<file path="src/conv_pkg.sv">
`default_nettype none

package conv_pkg;

  localparam int DATA_W   = 16;
  localparam int ADDR_W   = 10;
  localparam int WEIGHT_W = 8;
  localparam int ACC_W    = 32;

  localparam int BUF_DEPTH = 1024;   // words per buffer
  localparam int DATA_MAX  = 32767;  // saturation ceiling

  typedef logic signed [DATA_W-1:0]   data_t;    // sample or buffer word
  typedef logic        [ADDR_W-1:0]   addr_t;    // address and run length
  typedef logic signed [WEIGHT_W-1:0] weight_t;  // one tap
  typedef logic signed [ACC_W-1:0]    acc_t;     // product sum

  // buffer ownership
  typedef enum logic [1:0] {
    WRAP_IDLE = 2'd0,
    HOST_RD   = 2'd1,
    HOST_WR   = 2'd2,
    EPU_RW    = 2'd3
  } wrap_state_t;

  // run sequencer
  typedef enum logic [2:0] {
    EPU_IDLE = 3'd0,
    FILL     = 3'd1,
    RUN      = 3'd2,
    DRAIN    = 3'd3,
    DONE     = 3'd4
  } epu_state_t;

endpackage

`default_nettype wire
</file>
<file path="src/epu_ctrl.sv">
`timescale 1ns/10ps
`default_nettype none

module epu_ctrl (
  input  wire logic            clk,
  input  wire logic            rst,
  input  wire logic            start_i,
  input  wire conv_pkg::addr_t len_i,
  // read side
  output logic                 rd_cs_o,
  output conv_pkg::addr_t      rd_addr_o,
  output logic                 sample_valid_o,
  // write side
  input  wire logic            result_valid_i,
  output logic                 wr_cs_o,
  output conv_pkg::addr_t      wr_addr_o,
  output logic                 done_o
);

  conv_pkg::epu_state_t state, next_state;

  conv_pkg::addr_t len_q;
  conv_pkg::addr_t wr_limit;
  logic            start_ok;
  logic            rd_last;
  logic            wr_last;

  assign start_ok = start_i && (state == conv_pkg::EPU_IDLE);
  assign wr_limit = len_q - conv_pkg::addr_t'(2);  // len-2 results

  addr_counter u_rd_cnt (
    .clk     (clk),
    .rst     (rst),
    .clear_i (start_ok),
    .step_i  (rd_cs_o),
    .limit_i (len_q),
    .count_o (rd_addr_o),
    .last_o  (rd_last)
  );

  addr_counter u_wr_cnt (
    .clk     (clk),
    .rst     (rst),
    .clear_i (start_ok),
    .step_i  (wr_cs_o),
    .limit_i (wr_limit),
    .count_o (wr_addr_o),
    .last_o  (wr_last)
  );

  always_ff @(posedge clk, posedge rst) begin
    if (rst) begin
      state          <= conv_pkg::EPU_IDLE;
      len_q          <= '0;
      sample_valid_o <= 1'b0;
    end else begin
      state          <= next_state;
      sample_valid_o <= rd_cs_o;  // sram read latency
      if (start_ok) len_q <= len_i;
    end
  end

  always_comb begin
    next_state = state;
    case (state)
      conv_pkg::EPU_IDLE: if (start_i) next_state = conv_pkg::FILL;
      conv_pkg::FILL:     if (rd_addr_o == conv_pkg::addr_t'(1)) next_state = conv_pkg::RUN;
      conv_pkg::RUN:      if (rd_last) next_state = conv_pkg::DRAIN;
      conv_pkg::DRAIN:    if (wr_cs_o && wr_last) next_state = conv_pkg::DONE;
      conv_pkg::DONE:     next_state = conv_pkg::EPU_IDLE;
      default:            next_state = conv_pkg::EPU_IDLE;
    endcase
  end

  assign rd_cs_o = (state == conv_pkg::FILL) || (state == conv_pkg::RUN);
  assign wr_cs_o = result_valid_i &&
                   ((state == conv_pkg::RUN) || (state == conv_pkg::DRAIN));
  assign done_o  = (state == conv_pkg::DONE);  // one-cycle pulse

endmodule

`default_nettype wire

</file>
<file path="src/addr_counter.sv">
`timescale 1ns/10ps
`default_nettype none

module addr_counter (
  input  wire logic            clk,
  input  wire logic            rst,
  input  wire logic            clear_i,
  input  wire logic            step_i,
  input  wire conv_pkg::addr_t limit_i,
  output conv_pkg::addr_t      count_o,
  output logic                 last_o
);

  conv_pkg::addr_t limit_m1;

  always_ff @(posedge clk, posedge rst) begin
    if (rst) begin
      count_o <= '0;
    end else if (clear_i) begin
      count_o <= '0;
    end else if (step_i) begin
      count_o <= count_o + conv_pkg::addr_t'(1);
    end
  end

  // terminal at limit - 1
  assign limit_m1 = limit_i - conv_pkg::addr_t'(1);
  assign last_o   = (count_o == limit_m1);

endmodule

`default_nettype wire

</file>
<file path="config.mk">
export PLATFORM = sky130hd
export DESIGN_NAME = epu_ctrl
export DESIGN_NICKNAME = d
export VERILOG_FILES = /design/src/conv_pkg.sv /design/src/epu_ctrl.sv /design/src/addr_counter.sv
export SDC_FILE = /design/constraint.sdc
export NUM_CORES = 1
export LEC_CHECK = 0
export ABC_AREA = 1
export BUFFER_PORTS_ARGS = -buffer_cell sky130_fd_sc_hd__buf_2
export CAP_MARGIN = 20
export CORE_ASPECT_RATIO = 0.9
export CORE_MARGIN = 2
export CORE_UTILIZATION = 40
export CTS_CLUSTER_DIAMETER = 60
export DETAILED_ROUTE_END_ITERATION = 10
export GPL_TIMING_DRIVEN = 1
export PLACE_DENSITY = 0.69
export SKIP_CTS_REPAIR_TIMING = 1
export SLEW_MARGIN = 0
export SYNTH_ARGS = -nofsm -noshare
export SYNTH_HDL_FRONTEND = slang
export SYNTH_SLANG_ARGS = --single-unit
</file>
<file path="constraint.sdc">
create_clock -name clk -period 2.06 [get_ports clk]
set_clock_uncertainty 0.1 [all_clocks]
set_input_delay 0.206 -clock clk [delete_from_list [all_inputs] [get_ports clk]]
set_output_delay 0.206 -clock clk [all_outputs]
set_load 0.1 [all_outputs]
</file>
After elaboration in Yosys (flattened, before gate mapping)
Cells that the tools add are included.

operators by class
  $add $sub $neg = 5
  eq/ne operators = 11
  mux-type cells = 9
  reduce and logical (&&, ||, !) cells = 9

operators with widths
  kind                     count
  $mux W10                 4
  $add A10 B1 Y10 const B  2
  $eq A10 B10 Y1           2
  $sub A10 B1 Y10 const B  2
  $mux W3                  4
  $pmux W3 S4              1
  $eq A10 B1 Y1 const B    1
  $sub A10 B2 Y10 const B  1
  $ne A2 B2 Y1 const B     4
  $eq A3 B2 Y1 const B     2
  $reduce_and A4 Y1        1
  $reduce_bool A2 Y1       2
  $eq A3 B1 Y1 const B     1
  $eq A3 B3 Y1 const B     1
  $logic_and A1 B1 Y1      3
  $logic_not A3 Y1         1
  $logic_or A1 B1 Y1       2

word-level totals
  register bits after elaboration = 34
  input port bits = 14
  output and inout port bits = 24
  word-level logic and storage cells = 39

Longest topological paths before layout
  word-level depth = 6
  gate-level depth with buffers = 14

Hierarchy
Synthesis repeated with hierarchy kept, for this count alone.

unflattened totals
  cell total of the unflattened synthesis = 416
  area, all modules = 2663.8 µm²

by module, submodules not included
  module        instances  cells each  area an instance (µm²)  sequential area each (µm²)
  addr_counter  2          156         932.1                   250.2
  epu_ctrl      1          104         799.5                   350.3

Worst setup path before layout
OpenSTA, ideal clock, no wires.

  path kind = register -> output
  start = register state[1]
  end = output port done_o
  arrival time = 2.537 ns
  slack = -0.783 ns
  stages on the path, launching flop included = 2
  buffers on the path = 0
  path through = dfrtp_1 -> nor3_1

between the ends
  cells in the longest elaborated chain, start to end = 1

RTL lines
  item                      line            source
  start: declaration        epu_ctrl.sv:20  conv_pkg::epu_state_t state, next_state;
  start signal: assignment  epu_ctrl.sv:53  state <= conv_pkg::EPU_IDLE;
  start signal: assignment  epu_ctrl.sv:57  state <= next_state;
  $eq A3 B3 Y1              epu_ctrl.sv:78  assign done_o = (state == conv_pkg::DONE);
  end: declaration          epu_ctrl.sv:17  output logic done_o

No other way between the ends.

Worst setup path in the final report
  start = register len_q[0]
  end = register state[1]

between the ends
  cells in the longest elaborated chain, start to end = 6

RTL lines
  item                           line                source
  start: declaration             epu_ctrl.sv:22      conv_pkg::addr_t len_q;
  start signal: assignment       epu_ctrl.sv:59      if (start_ok) len_q <= len_i;
  $sub A10 B2 Y10                epu_ctrl.sv:29      assign wr_limit = len_q - conv_pkg::addr_t'(2);
  $sub A10 B1 Y10                addr_counter.sv:27  assign limit_m1 = limit_i - conv_pkg::addr_t'(1);
  $eq A10 B10 Y1                 addr_counter.sv:28  assign last_o = (count_o == limit_m1);
  $logic_and A1 B1 Y1            epu_ctrl.sv:69      conv_pkg::DRAIN: if (wr_cs_o && wr_last) next_state = conv_pkg::DONE;
  $ne A2 B2 Y1 (no line)         --
  $reduce_and A4 Y1 (no line) *  --

Every way passes the cells marked *; elsewhere a longest branch is shown, timed or not.
A chain may end at the register's enable or synchronous reset.

==> impl_results.md <==
- Die area: 6370 um^2
- Setup crit end kind: register
- Worst vdd ir: roughly 1.1 mV
- Largest net degree at the start of global routing: 35
- Worst setup path category: reg -> reg
- Crit-path max cell delay: 430 ps
- Crit path max fanout: 6
- GP Congestion: between 0.8 and 0.9
- Crit-path slowest cell: dfrtp_2
- Post-DRT Antenna Nets: 0
- Cell area after placement: around 2600 um^2
- Critical Path RT: 2150 ps
- Final Core Density: 49.0%
- Cell Chain, Critical Path: inv_2 > ha_4 > xor2_1 > o21ai_0 > nor2_1 > nand3_1 > nor2_1 > nand2_1 > nand2_1 > nand2_1 > nand2_1 > nand2_1
- DR vias: 2172
- Crit share post-route: 94.9%
- First-pass GRT wire length: 9070 um
- Leak Pwr: approximately 0.0014 uW
- Final worst-path setup slack: ~110 ps
- Clock-pin slew on the worst setup and hold paths: around 70 ps
- PD cells: 1670 nW/um^2
- CP Launch Type: register
- Most frequent cells in the layout: 99 x nand2_1, 38 x inv_1, 37 x nor2_1
- R2r setup slk: 110 ps
- CP dominant cell by count: nand2_1
- Commonest non-fill, non-tap cell in the layout: nand2_1
- # port buffers: 37
- Remaining DRCs: 0
- Sequential fraction of the synthesis area: 37.0%
- Hold Path Depth: 3
- Overall routing resource usage: 17.5%
- Initial antenna violation count: 0
- First-pass iteration count of the detailed router: 4
- Number of global-route vias before repair: 1938
- Final hold violations: 0
- Final setup viols: 0
- Global route overflow: 0
- Slew Viols, Final: 0
- Tmin final: 1950 ps
- Clock buffer depth: 2
- Netlist Area Pre-Place: 2300 um^2
- FF-to-FF Start: len_q[0]
- Yosys cell types: 27
- FILL cells: 595
- Chip height: between 70 and 80 um
- TritonCTS Buffers: 5
- Worst r2r path cells: 12
- Effective utilization at floorplan: about 41%
- Sink Count: 34
- P&R area growth vs syn: 19.9%
- Drt total wl: roughly 5500 um
- Syn_nets: 350
- Max-cap violations: 0
- WL/cell: roughly 12 um
- Layout cell share with drive strength beyond 1: 23.7%
- Ports: 38
- Core Rows: 26
- Hold Crit Start: len_i[9]
- Final #Nets: 394
- Chip Width: 83.9 um
- Hold endpoint: len_q[9]
- Rel. slew slack: 67.5%
- Root Buffer: clkbuf_8
- Cell count after synthesis: 331
- Worst r2r dst: state[1]
- Yosys reg bits: 34
- Setup Slack @ Placement: 30.7 ps
- YS warnings: 0
- Worst Hold Class: in -> reg
- Core Region: 5630 um^2
- Status: complete, no violations
- F_max: a little over 0.5 GHz
- Syn avg cell area: 6.94 um^2
- WP data arrival: 2040 ps
- Design area: 2760 um^2
- Worst-Skew Late Latency: between 200 and 300 ps
- Slew @ Worst Pin: approximately 490 ps
- H-tree depth: 2
- Vias per std cell: 4.87
- N_diodes: 0
- Starting DRC count in detailed routing: 148
- CTS tree: yes
- RSZ-0062 raised after global routing: true
- Dpl hpwl: 4040 um
==> through the flow <==
step           TNS (ps)  cells  power [uW]  hold slack, ps
6_report              0    446        4600            15.1
5_1_grt           -21.4    446        4960            32.1
4_1_cts               0    444        4490           -79.4
3_5_place_dp          0    436        3890             236
3_3_place_gp          0    436        3850             227
2_1_floorplan         0    331        3360             223
==> worst max path at each step <==
stage	endpoint	cells past startpoint	slack, ps	from
after global routing	state[1]	12	-20	len_q[0]
after detailed placement	state[1]	12	30	len_q[0]
after CTS	state[1]	12	9	len_q[0]
after floorplan	state[1]	11	30	u_wr_cnt.count_o[5]
after global placement	state[1]	12	140	len_q[0]
final	state[1]	12	110	len_q[0]
==> cell usage after synthesis <==
cell type / n / area, um^2
dfrtp_1: 34 / 851
nor4_1: 2 / 12.5
buf_4: 1 / 7.51
nand3_4: 1 / 17.5
nor2_2: 2 / 12.5
nor2_1: 37 / 139
inv_2: 4 / 15.0
ha_1: 5 / 62.6
a21o_1: 1 / 7.51
nand2_2: 1 / 6.26
o21ai_0: 22 / 110
a21oi_2: 1 / 8.76
o21ai_1: 2 / 10.0
xnor2_1: 9 / 78.8
nor2_4: 2 / 22.5
o22ai_1: 1 / 6.26
inv_1: 41 / 154
nor3_1: 6 / 30.0
nand3_1: 21 / 105
nand3_2: 1 / 10.0
xor2_1: 11 / 96.3
a21oi_1: 14 / 70.1
clkbuf_1: 5 / 18.8
nand2_1: 99 / 372
nor3b_1: 1 / 7.51
nor3_2: 6 / 60.1
a21boi_0: 1 / 7.51
==> registers in the layout, summed over array words and instances (netlist names) <==
name	cells
state	3
len_q	10
sample_valid_o	1
u_wr_cnt.count_o	10
u_rd_cnt.count_o	10
==> final cells by class <==
class,instances,area (um^2),area share [%]
flip-flops and latches,34,868,31.5
multi-input cells,246,1280,46.6
clock buffers,8,110,4.00
well taps,70,87.6,3.18
repair buffers,43,235,8.54
inverters,45,169,6.13
==> logic make-up after synthesis <==
group                    after synthesis  synth area share (%)
adder cells (fa/ha/maj)                5                  2.72
AND/OR/NAND/NOR                      179                  34.6
buffers and inverters                 51                  8.49
flip-flops                            34                  37.0
XOR/XNOR                              20                  7.62
AO/OA/AOI/OAI                         42                  9.58
==> critical path, delay by kind of cell (launching register included) <==
family | cells | cell delay [ps]
simple gates | 8 | 620
buf+inv | 1 | 70
fa+ha+maj | 1 | 290
xor+xnor | 1 | 180
compound gates | 1 | 160
flops | 1 | 430
==> routing by layer <==
layer | up-vias | GRT usage (%) | share of wire [%]
met2 | 35 | 27.4 | 46
met5 | - | 0 | 0
met4 | 0 | 5.00 | 1.2
li1 | 1122 | - | -
met3 | 6 | 3.59 | 3.7
met1 | 1009 | 24.5 | 49
==> power breakdown <==
part	leakage, uW	total (uW)	internal [uW]	switching, uW
clock	0.0000575	589	338	251
combinational	0.000928	2790	842	1950
sequential	0.000426	1210	889	324
Power figures use the tool's default switching activity.
