<file path="src/conv_pkg.sv">
`default_nettype none

package conv_pkg;

  localparam int DATA_W   = 16;
  localparam int ADDR_W   = 10;
  localparam int WEIGHT_W = 8;
  localparam int ACC_W    = 32;

  localparam int BUF_DEPTH = 1024;   // words per buffer
  localparam int DATA_MAX  = 32767;  // saturation ceiling

  typedef logic signed [DATA_W-1:0]   data_t;    // sample or buffer word
  typedef logic        [ADDR_W-1:0]   addr_t;    // address and run length
  typedef logic signed [WEIGHT_W-1:0] weight_t;  // one tap
  typedef logic signed [ACC_W-1:0]    acc_t;     // product sum

  // buffer ownership
  typedef enum logic [1:0] {
    WRAP_IDLE = 2'd0,
    HOST_RD   = 2'd1,
    HOST_WR   = 2'd2,
    EPU_RW    = 2'd3
  } wrap_state_t;

  // run sequencer
  typedef enum logic [2:0] {
    EPU_IDLE = 3'd0,
    FILL     = 3'd1,
    RUN      = 3'd2,
    DRAIN    = 3'd3,
    DONE     = 3'd4
  } epu_state_t;

endpackage

`default_nettype wire
</file>
<file path="src/conv3_datapath.sv">
`timescale 1ns/10ps
`default_nettype none

module conv3_datapath (
  input  wire logic              clk,
  input  wire logic              rst,
  input  wire logic              sample_valid_i,
  input  wire conv_pkg::data_t   sample_i,
  input  wire conv_pkg::weight_t w0_i,
  input  wire conv_pkg::weight_t w1_i,
  input  wire conv_pkg::weight_t w2_i,
  input  wire logic              clear_i,
  output logic                   result_valid_o,
  output conv_pkg::data_t        result_o
);

  conv_pkg::data_t win0;  // x[k+1]
  conv_pkg::data_t win1;  // x[k]
  logic [1:0]      fill_cnt;
  logic            win_full;

  conv_pkg::acc_t  acc;
  conv_pkg::data_t relu;

  assign win_full = (fill_cnt == 2'd2);

  // window fill tracking
  always_ff @(posedge clk, posedge rst) begin
    if (rst) begin
      fill_cnt       <= 2'd0;
      result_valid_o <= 1'b0;
    end else begin
      result_valid_o <= sample_valid_i && win_full;
      if (clear_i) begin
        fill_cnt <= 2'd0;
      end else if (sample_valid_i && !win_full) begin
        fill_cnt <= fill_cnt + 2'd1;
      end
    end
  end

  always_ff @(posedge clk) begin
    if (sample_valid_i) begin
      win1 <= win0;
      win0 <= sample_i;
    end
    if (sample_valid_i && win_full) begin
      result_o <= relu;
    end
  end

  // incoming sample is x[k+2]
  assign acc = conv_pkg::acc_t'(w0_i) * conv_pkg::acc_t'(win1)
             + conv_pkg::acc_t'(w1_i) * conv_pkg::acc_t'(win0)
             + conv_pkg::acc_t'(w2_i) * conv_pkg::acc_t'(sample_i);

  always_comb begin
    if (acc > conv_pkg::acc_t'(conv_pkg::DATA_MAX)) begin
      relu = conv_pkg::data_t'(conv_pkg::DATA_MAX);  // saturate
    end else if (acc < 0) begin
      relu = '0;  // relu clip
    end else begin
      relu = acc[conv_pkg::DATA_W-1:0];
    end
  end

endmodule

`default_nettype wire

</file>
<file path="config.mk">
export PLATFORM = sky130hd
export DESIGN_NAME = conv3_datapath
export DESIGN_NICKNAME = d
export VERILOG_FILES = /design/src/conv_pkg.sv /design/src/conv3_datapath.sv
export SDC_FILE = /design/constraint.sdc
export NUM_CORES = 1
export LEC_CHECK = 0
export ABC_AREA = 1
export BUFFER_PORTS_ARGS = -buffer_cell sky130_fd_sc_hd__buf_4
export CAP_MARGIN = 20
export CORE_MARGIN = 10
export CORE_UTILIZATION = 49
export DETAILED_ROUTE_END_ITERATION = 10
export HOLD_SLACK_MARGIN = 0.03
export PLACE_DENSITY = 0.64
export REMOVE_ABC_BUFFERS = 1
export SETUP_SLACK_MARGIN = 0.02
export SYNTH_ARGS = -nofsm -noshare
export SYNTH_HDL_FRONTEND = slang
export SYNTH_SLANG_ARGS = --single-unit
</file>
<file path="constraint.sdc">
create_clock -name clk -period 14.08 [get_ports clk]
set_clock_uncertainty 0.2 [all_clocks]
set_input_delay 3.52 -clock clk [delete_from_list [all_inputs] [get_ports clk]]
set_output_delay 3.52 -clock clk [all_outputs]
set_load 0.02 [all_outputs]
</file>
Word-level counts from Yosys, hierarchy flattened --
Index checks and enable logic that the tools add are counted.
Cells by class: reduce and logical (&&, ||, !) cells 5, equal/unequal tests 1, add/subtract/negate cells 3, magnitude comparators 2, multipliers 3, multiplexer cells 3
Operators by type and width (count):
- multiplier 8 x 16 -> 24 bit | 3
- adder 25 x 24 -> 26 bit | 1
- > comparator 26 x 16 -> 1 bit, second input constant | 1
- < comparator 26 x 1 -> 1 bit, second input constant | 1
- adder 24 x 24 -> 25 bit | 1
- 2-to-1 mux 15 bit | 1
- 2-to-1 mux 2 bit | 2
- adder 2 x 1 -> 2 bit, second input constant | 1
- == test 2 bit, second input constant | 1
- logical AND 1 bit | 2
- nonzero test 2 bit | 1
- OR reduction 2 bit | 1
- logical NOT 1 bit | 1
Storage, ports and cells: bits of input ports 44, register bits after elaboration 51, logic and storage cells 23

Depth between registers and ports, before layout --
Gate-level depths: netlist (run 1).
word-level depth 5, mapped depth 35, gate-level depth less buffers 32

Least setup slack after synthesis (run 1) --
Ideal clock, no wire load.
path kind input-to-reg, from input port w1_i[1], to register result_o[10] (data pin), setup slack 4220 ps, path buffers 3, data arrival time 9408 ps, setup time 252 ps, stages on the path 31, data required time 13628 ps, path through clkbuf_1 -> clkbuf_1 -> nand2_1 -> inv_1 -> fa_1 -> fa_1 -> fa_1 -> fa_1 -> fa_1 -> fa_1 -> inv_1 -> fa_1 -> inv_1 -> ha_1 -> nand2_1 -> inv_1 -> nand2_1 -> nand2_1 -> a21oi_2 -> nand2_2 -> nand2_1 -> nand2_1 -> nand2_1 -> nand2_1 -> nand2_1 -> nand2_1 -> inv_1 -> nand4_2 -> nand2_4 -> buf_12 -> nand2_2
Between the ends: cells in the longest elaborated chain, start to end 5, elaborated cells between the ends (all ways) 6, those cells by class 2 x add/sub; 1 x mul; 2 x order compare; 1 x mux
RTL lines:
- start, declared | RTL line conv3_datapath.sv:10 | input wire conv_pkg::weight_t w1_i,
- multiplier 8 x 16 -> 24 bit (*) | RTL line conv3_datapath.sv:54 | + conv_pkg::acc_t'(w1_i) * conv_pkg::acc_t'(win0)
- adder 24 x 24 -> 25 bit (*) | RTL line conv3_datapath.sv:54
- adder 25 x 24 -> 26 bit (*) | RTL line conv3_datapath.sv:55 | + conv_pkg::acc_t'(w2_i) * conv_pkg::acc_t'(sample_i);
- < comparator 26 x 1 -> 1 bit | RTL line conv3_datapath.sv:60 | end else if (acc < 0) begin
- 2-to-1 mux 15 bit | RTL line conv3_datapath.sv:60
- end signal, assigned | RTL line conv3_datapath.sv:48 | result_o <= relu;
- end, declared | RTL line conv3_datapath.sv:14 | output conv_pkg::data_t result_o
Mark *: on every way between the ends. The rest lies on a longest branch, timed or not. A chain may end at the register's enable or synchronous reset.

Worst setup path in the final report (run 1) --
from input port w2_i[7], to register result_o[4] (data pin)
Between the ends: cells in the longest elaborated chain, start to end 4, elaborated cells between the ends (all ways) 5, those cells by class 1 x add/sub; 1 x mul; 2 x order compare; 1 x mux
RTL lines:
- start, declared | RTL line conv3_datapath.sv:11 | input wire conv_pkg::weight_t w2_i,
- multiplier 8 x 16 -> 24 bit (*) | RTL line conv3_datapath.sv:55
- adder 25 x 24 -> 26 bit (*) | RTL line conv3_datapath.sv:55
- < comparator 26 x 1 -> 1 bit | RTL line conv3_datapath.sv:60
- 2-to-1 mux 15 bit | RTL line conv3_datapath.sv:60
Marked as above.

==> results.toml, run 1 <==
[timing]
hold_ws_ps = 295
slew_headroom = 0.523
drv_slew = 0
setup-tns-final_ps = 0
layout_min_cycle_time_ps = 10070
rsz0062_at_grt = "no"
setup_viol = 0
final_hold_viol_count = 0
period_share = 0.715
worst_slew_pin_slew_ps = 715
clock.fmax_ghz = 0.0993

[yosys]
yosys_warnings = 0
synth-seq-area-share = 0.0929
synthSimpleGateAreaFrac = 0.141
synthMuxAreaShare = 0
synth_top_family_by_area = "adder cells"
ys_dominant_reg_cell = "edfxtp_1"
syn_inst = 1895
synth_cell_types = 40
yosys_register_bits = 51
ys_async_sr_fraction = 0.0588
synth_fa_ha_area_frac = 0.572
syn_avg_cell_area_um2 = 8.61
synth-compound-area-share = 0.0136
netlist_area_um2 = 16300
synth_xor_area_frac = 0.0111
synth_edf_count = 48

[die]
die_x_um = 202
coreArea_um2 = 32700
start_util = 0.499
rows = 66
fp.dieH_um = 202
die_area_um2 = 41000
ios = 61

[clock_tree]
postCtsHoldBufs = 0
post-cts-setup-buffers = 0
clock_path_buffers = 2
ctsResizeCount = 0
htreeDepth = 2
path_clk_slew_ps = 70
cts_sinks = 51
clock_latency_ps = 330
cts_tree = "done"
cts_inserted_buffers = 5
cts-root-buf = "clkbuf_16"

[place]
gp_congestion = 0.912
hpwlAfterDp_um = 34000
port_buffers = 60

[run]
maxCapViolCount = 0

[detailed_routing]
first_pass_iters = 7
drtIter0Drc = 639
wirelength_um = 39500
avgRoutedWirePerCell_um = 17.1
drc = 0
ant_nets = 0
num_vias = 11300
viasPerCell = 4.88

[finish]
synthToLayoutAreaGrowth_pct = 4.62
fillCellCount = 3098
finalNetCount = 2410
diodes = 0
drive_gt1_frac = 0.0675

[critical_path]
worstSetupEndpointType = "flop"
r2r_end = "result_o[4]"
reg2reg_depth = 21
worstReg2RegStart = "win1[15]"
cp.arrival_ps = 10060
cp_max_fo = 17
crit_type = "in2reg"
start_kind = "input pin"
rrSetupSlack_ps = 6960
cp.required_ps = 14060

[worst_hold_path]
worstHoldStart = "fill_cnt[1]"
hold_path_class = "reg2reg"
holdPathStages = 2
min_delay_worst_endpoint = "fill_cnt[1]"

[global_routing]
grt_antenna_before_repair = 0
grt_pass1_vias = 13100
grt_max_degree = 36
track_usage = 0.207
grt_pass1_wl_um = 67400
grt.overflow.total = 0

[status]
status = "finished, final reports clean"
placed cells by master, fill, tap and decap left out, types with 3 or more instances in the layout:
cell | Yosys | routed
nand3b_1 | 3 | 3
a21oi_1 | 24 | 24
xor2_1 | 9 | 9
buf_4 | 1 | 60
nand2_1 | 434 | 434
nand3_1 | 23 | 23
nand4_1 | 5 | 5
o21ai_0 | 9 | 9
edfxtp_1 | 48 | 48
xnor2_1 | 8 | 8
clkbuf_16 | 0 | 5
o21ai_1 | 3 | 3
ha_1 | 90 | 90
fa_1 | 410 | 410
inv_2 | 5 | 5
nand2_2 | 12 | 12
dfrtp_1 | 3 | 3
or2_2 | 30 | 30
nor2_1 | 40 | 40
inv_1 | 624 | 624
cell families (layout without fill, tap and decap cells):
group           after synthesis  in the layout
fa+ha+maj                   500            500
flops                        51             51
xor+xnor                     19             19
buf+inv                     725            697
compound gates               41             41
simple gates                558            558
other cells                   1              1
through the flow:
| stage | setup WS, ps | instance area (µm²) | std cells | util |
|---|---|---|---|---|
| after floorplan | 4490 | 15900 | 1799 | - |
| after global placement | 3740 | 16900 | 2301 | 0.518 |
| after detailed placement | 3640 | 16900 | 2301 | 0.518 |
| after CTS | 3970 | 17100 | 2309 | 0.522 |
| after global routing | 3550 | 17100 | 2309 | 0.522 |
| final | 4010 | 17100 | 2309 | 0.522 |
layout make-up:
type	count	area [µm²]	share of cell area
repair buffers	60	450	0.0264
flip-flops and latches	51	1520	0.0888
inverters	629	2360	0.138
well taps	442	553	0.0324
clock buffers	6	129	0.00755
clock inverters	2	12.5	0.000733
multi-input cells	1119	12100	0.706
state kept, by name (all words and copies together) (netlist names):
name,flops
result_valid_o,1
fill_cnt,2
result_o,16
win0,16
win1,16
layer usage:
| layer | GRT usage | part of all wire | wire, µm | vias to the layer above |
|---|---|---|---|---|
| met2 | 0.397 | 0.55 | 21800 | 260 |
| met3 | 0.0178 | 0.038 | 1500 | 47 |
| met4 | 0.0589 | 0.024 | 955 | 0 |
| met1 | 0.240 | 0.39 | 15200 | 5826 |
| li1 | - | - | - | 5144 |
| met5 | 0 | 0 | 0 | - |
synthesized netlist by cell type, types with 2 or more instances:
cell type	count	area share
or2_2	30	0.012
o21ai_0	9	0.0028
inv_1	624	0.14
nor3_2	2	0.0012
o21ai_1	3	0.00092
nand3b_1	3	0.0014
xnor2_1	8	0.0043
nor2_1	40	0.0092
o31ai_1	2	0.00092
dfrtp_1	3	0.0046
edfxtp_1	48	0.088
nand2_1	434	0.10
nand3_1	23	0.0071
ha_1	90	0.069
buf_1	3	0.00069
clkbuf_2	2	0.00061
inv_2	5	0.0012
xor2_1	9	0.0048
fa_1	410	0.50
clkbuf_1	88	0.020
nand4_1	5	0.0019
nand2_2	12	0.0046
nor2_2	2	0.00077
a21oi_1	24	0.0074
worst max path at each step:
| stage | from | endpoint | slack, ps | cells past startpoint |
|---|---|---|---|---|
| 2_1_floorplan | w0_i[7] | result_o[0] | 4490 | 31 |
| 3_3_place_gp | w0_i[7] | result_o[3] | 3740 | 32 |
| 3_5_place_dp | w2_i[7] | result_o[4] | 3640 | 22 |
| 4_1_cts | w2_i[7] | result_o[4] | 3970 | 22 |
| 5_1_grt | w2_i[7] | result_o[3] | 3550 | 22 |
| 6_report | w2_i[7] | result_o[4] | 4010 | 22 |
critical path, stage by stage:
cell	delay, ps
buf_4	110
inv_1	510
nor2_1	140
fa_1	560
inv_1	80
fa_1	540
inv_1	90
fa_1	540
fa_1	510
inv_1	60
fa_1	450
fa_1	490
inv_1	50
fa_1	490
ha_1	370
inv_1	80
nor3_2	230
nand2_1	90
o211ai_2	190
xor2_2	570
nand2_4	270
nand2_1	120
Power of run 1 is left out: the tool's default activity adds up to more than one toggle a clock period on the data nets, which glitch-free logic cannot reach.
==> inputs of run 2 (changes only) <==
==> constraint.sdc (replaced) <==
create_clock -name clk -period 9.3 [get_ports clk]
set_clock_uncertainty 0.2 [all_clocks]
set_input_delay 2.325 -clock clk [delete_from_list [all_inputs] [get_ports clk]]
set_output_delay 2.325 -clock clk [all_outputs]
set_load 0.02 [all_outputs]
==> run 2 against run 1 <==
Net effect:
- via count up 0.63%
- routed wire length grew 3.0%
- cell count increased by 0.43%
- non-clock buffer count increased by 10
- die area unchanged
- first-iteration DRC count up 0.16%
- count of clock-buffer cells in the layout decreased by 1
- flip-flop and latch count unchanged
- core utilization grew 0.27 points
- sequential share of layout area is essentially flat
- critical path type unchanged
==> results.toml, run 2 (synthesis gave the netlist of run 1 again) <==
[status]
status = "finished, final reports clean"

[timing]
worst_slew_pin_slew_ps = 660
period_share = 0.950
setup-tns-final_ps = 0
clock.fmax_ghz = 0.113
setup_viol = 0
rsz0062_at_grt = "no"
slew_headroom = 0.559
layout_min_cycle_time_ps = 8830
drv_slew = 0
hold_ws_ps = 305
final_hold_viol_count = 0

[die]
die_area_um2 = 41000
rows = 66
start_util = 0.499
die_x_um = 202
ios = 61
coreArea_um2 = 32700
fp.dieH_um = 202

[global_routing]
grt_pass1_wl_um = 68400
grt.overflow.total = 0
grt_pass1_vias = 13100
grt_max_degree = 36
grt_antenna_before_repair = 0
track_usage = 0.212

[critical_path]
cp_max_fo = 15
cp.required_ps = 9170
cp.arrival_ps = 8710
start_kind = "input pin"
worstSetupEndpointType = "flop"
crit_type = "in2reg"

[detailed_routing]
drtIter0Drc = 640
first_pass_iters = 5
num_vias = 11300
avgRoutedWirePerCell_um = 17.5
drc = 0
ant_nets = 0
viasPerCell = 4.89
wirelength_um = 40600

[place]
port_buffers = 60
hpwlAfterDp_um = 35400
placed_area_um2 = 17000
gp_congestion = 0.919

[finish]
layout_commonest_cell = "inv_1"
finalNetCount = 2420
drive_gt1_frac = 0.0735
synthToLayoutAreaGrowth_pct = 5.17
final_util = 0.525
finish.instance_area_um2 = 17200
diodes = 0
fillCellCount = 3144
layout_common_cells = "inv_1 (623), nand2_1 (434), fa_1 (410), ha_1 (90), buf_4 (70)"
largestRegisters = "result_o: 16 flops, win0: 16 flops, win1: 16 flops"

[run]
maxCapViolCount = 0

[clock_tree]
cts_inserted_buffers = 5
clock_latency_ps = 320
path_clk_slew_ps = 80
clock_path_buffers = 2
cts-root-buf = "clkbuf_16"
htreeDepth = 2
cts_sinks = 51
cts_tree = "done"
postCtsHoldBufs = 0

[worst_hold_path]
hold_path_class = "reg2reg"
[run 2: changes by cell type in the layout (fill, tap and decap cells not counted)]
cell      previous run  this run
clkinv_2             1         0
inv_6                0         2
buf_4               60        70
clkbuf_1             1         0
inv_1              624       623
clkinv_4             0         1
[run 2: repair_timing]
action | in CTS | in global routing
resized for setup | 0 | 1
buffers inserted | 0 | 2
hold endpoints to repair | 0 | 0
endpoints found under the setup margin | 0 | 15
[run 2: metrics by stage]
step | cells | setup WS (ps)
floorplan | 1799 | 905
global placement | 2309 | -22.3
detailed placement | 2309 | 11.1
CTS | 2317 | 337
global route | 2319 | 58.2
finish | 2319 | 466
[run 2: layer usage]
layer  routed length [µm]  GRT usage  vias up
met1                15900      0.253     5799
li1                     -          -     5161
met2                21600      0.392      312
met4                 1500     0.0762        0
met3                 1630     0.0154       76
met5                    0          0        -
[run 2: worst paths after layout]
check                            start        endpoint  slack (ps)  cells after the start
max in group asynchronous          rst  result_valid_o        7120                      2
hold reg to reg            fill_cnt[0]     fill_cnt[0]         300                      1
min in group asynchronous          rst     fill_cnt[1]        1660                      2
setup / recovery               w0_i[7]     result_o[4]         470                     25
hold / removal             fill_cnt[0]     fill_cnt[0]         300                      1
setup reg to reg              win0[15]     result_o[4]        2140                     20
[run 2: layout make-up]
type | count | area (µm²) | area share
multi-input cells | 1119 | 12100 | 0.702
inverters | 629 | 2360 | 0.138
flip-flops and latches | 51 | 1520 | 0.0884
well taps | 442 | 553 | 0.0322
repair buffers | 70 | 526 | 0.0306
clock buffers | 5 | 125 | 0.00729
clock inverters | 3 | 26.3 | 0.00153
[run 2: worst max-delay path, cell delays in order]
cell and delay [ps]:
buf_4 90, clkinvlp_4 180, buf_4 210, or2_2 290
fa_1 500, inv_1 60, fa_1 480, fa_1 490
inv_1 60, fa_1 500, fa_1 560, inv_1 60
fa_1 490, inv_1 50, fa_1 470, inv_1 50
ha_1 360, nand2_1 160, nor4_1 370, nand4_1 170
nand3_1 150, xor2_1 190, nand4_2 140, nand2_4 220
nand2_1 70
Power of run 2 is left out for the same reason.
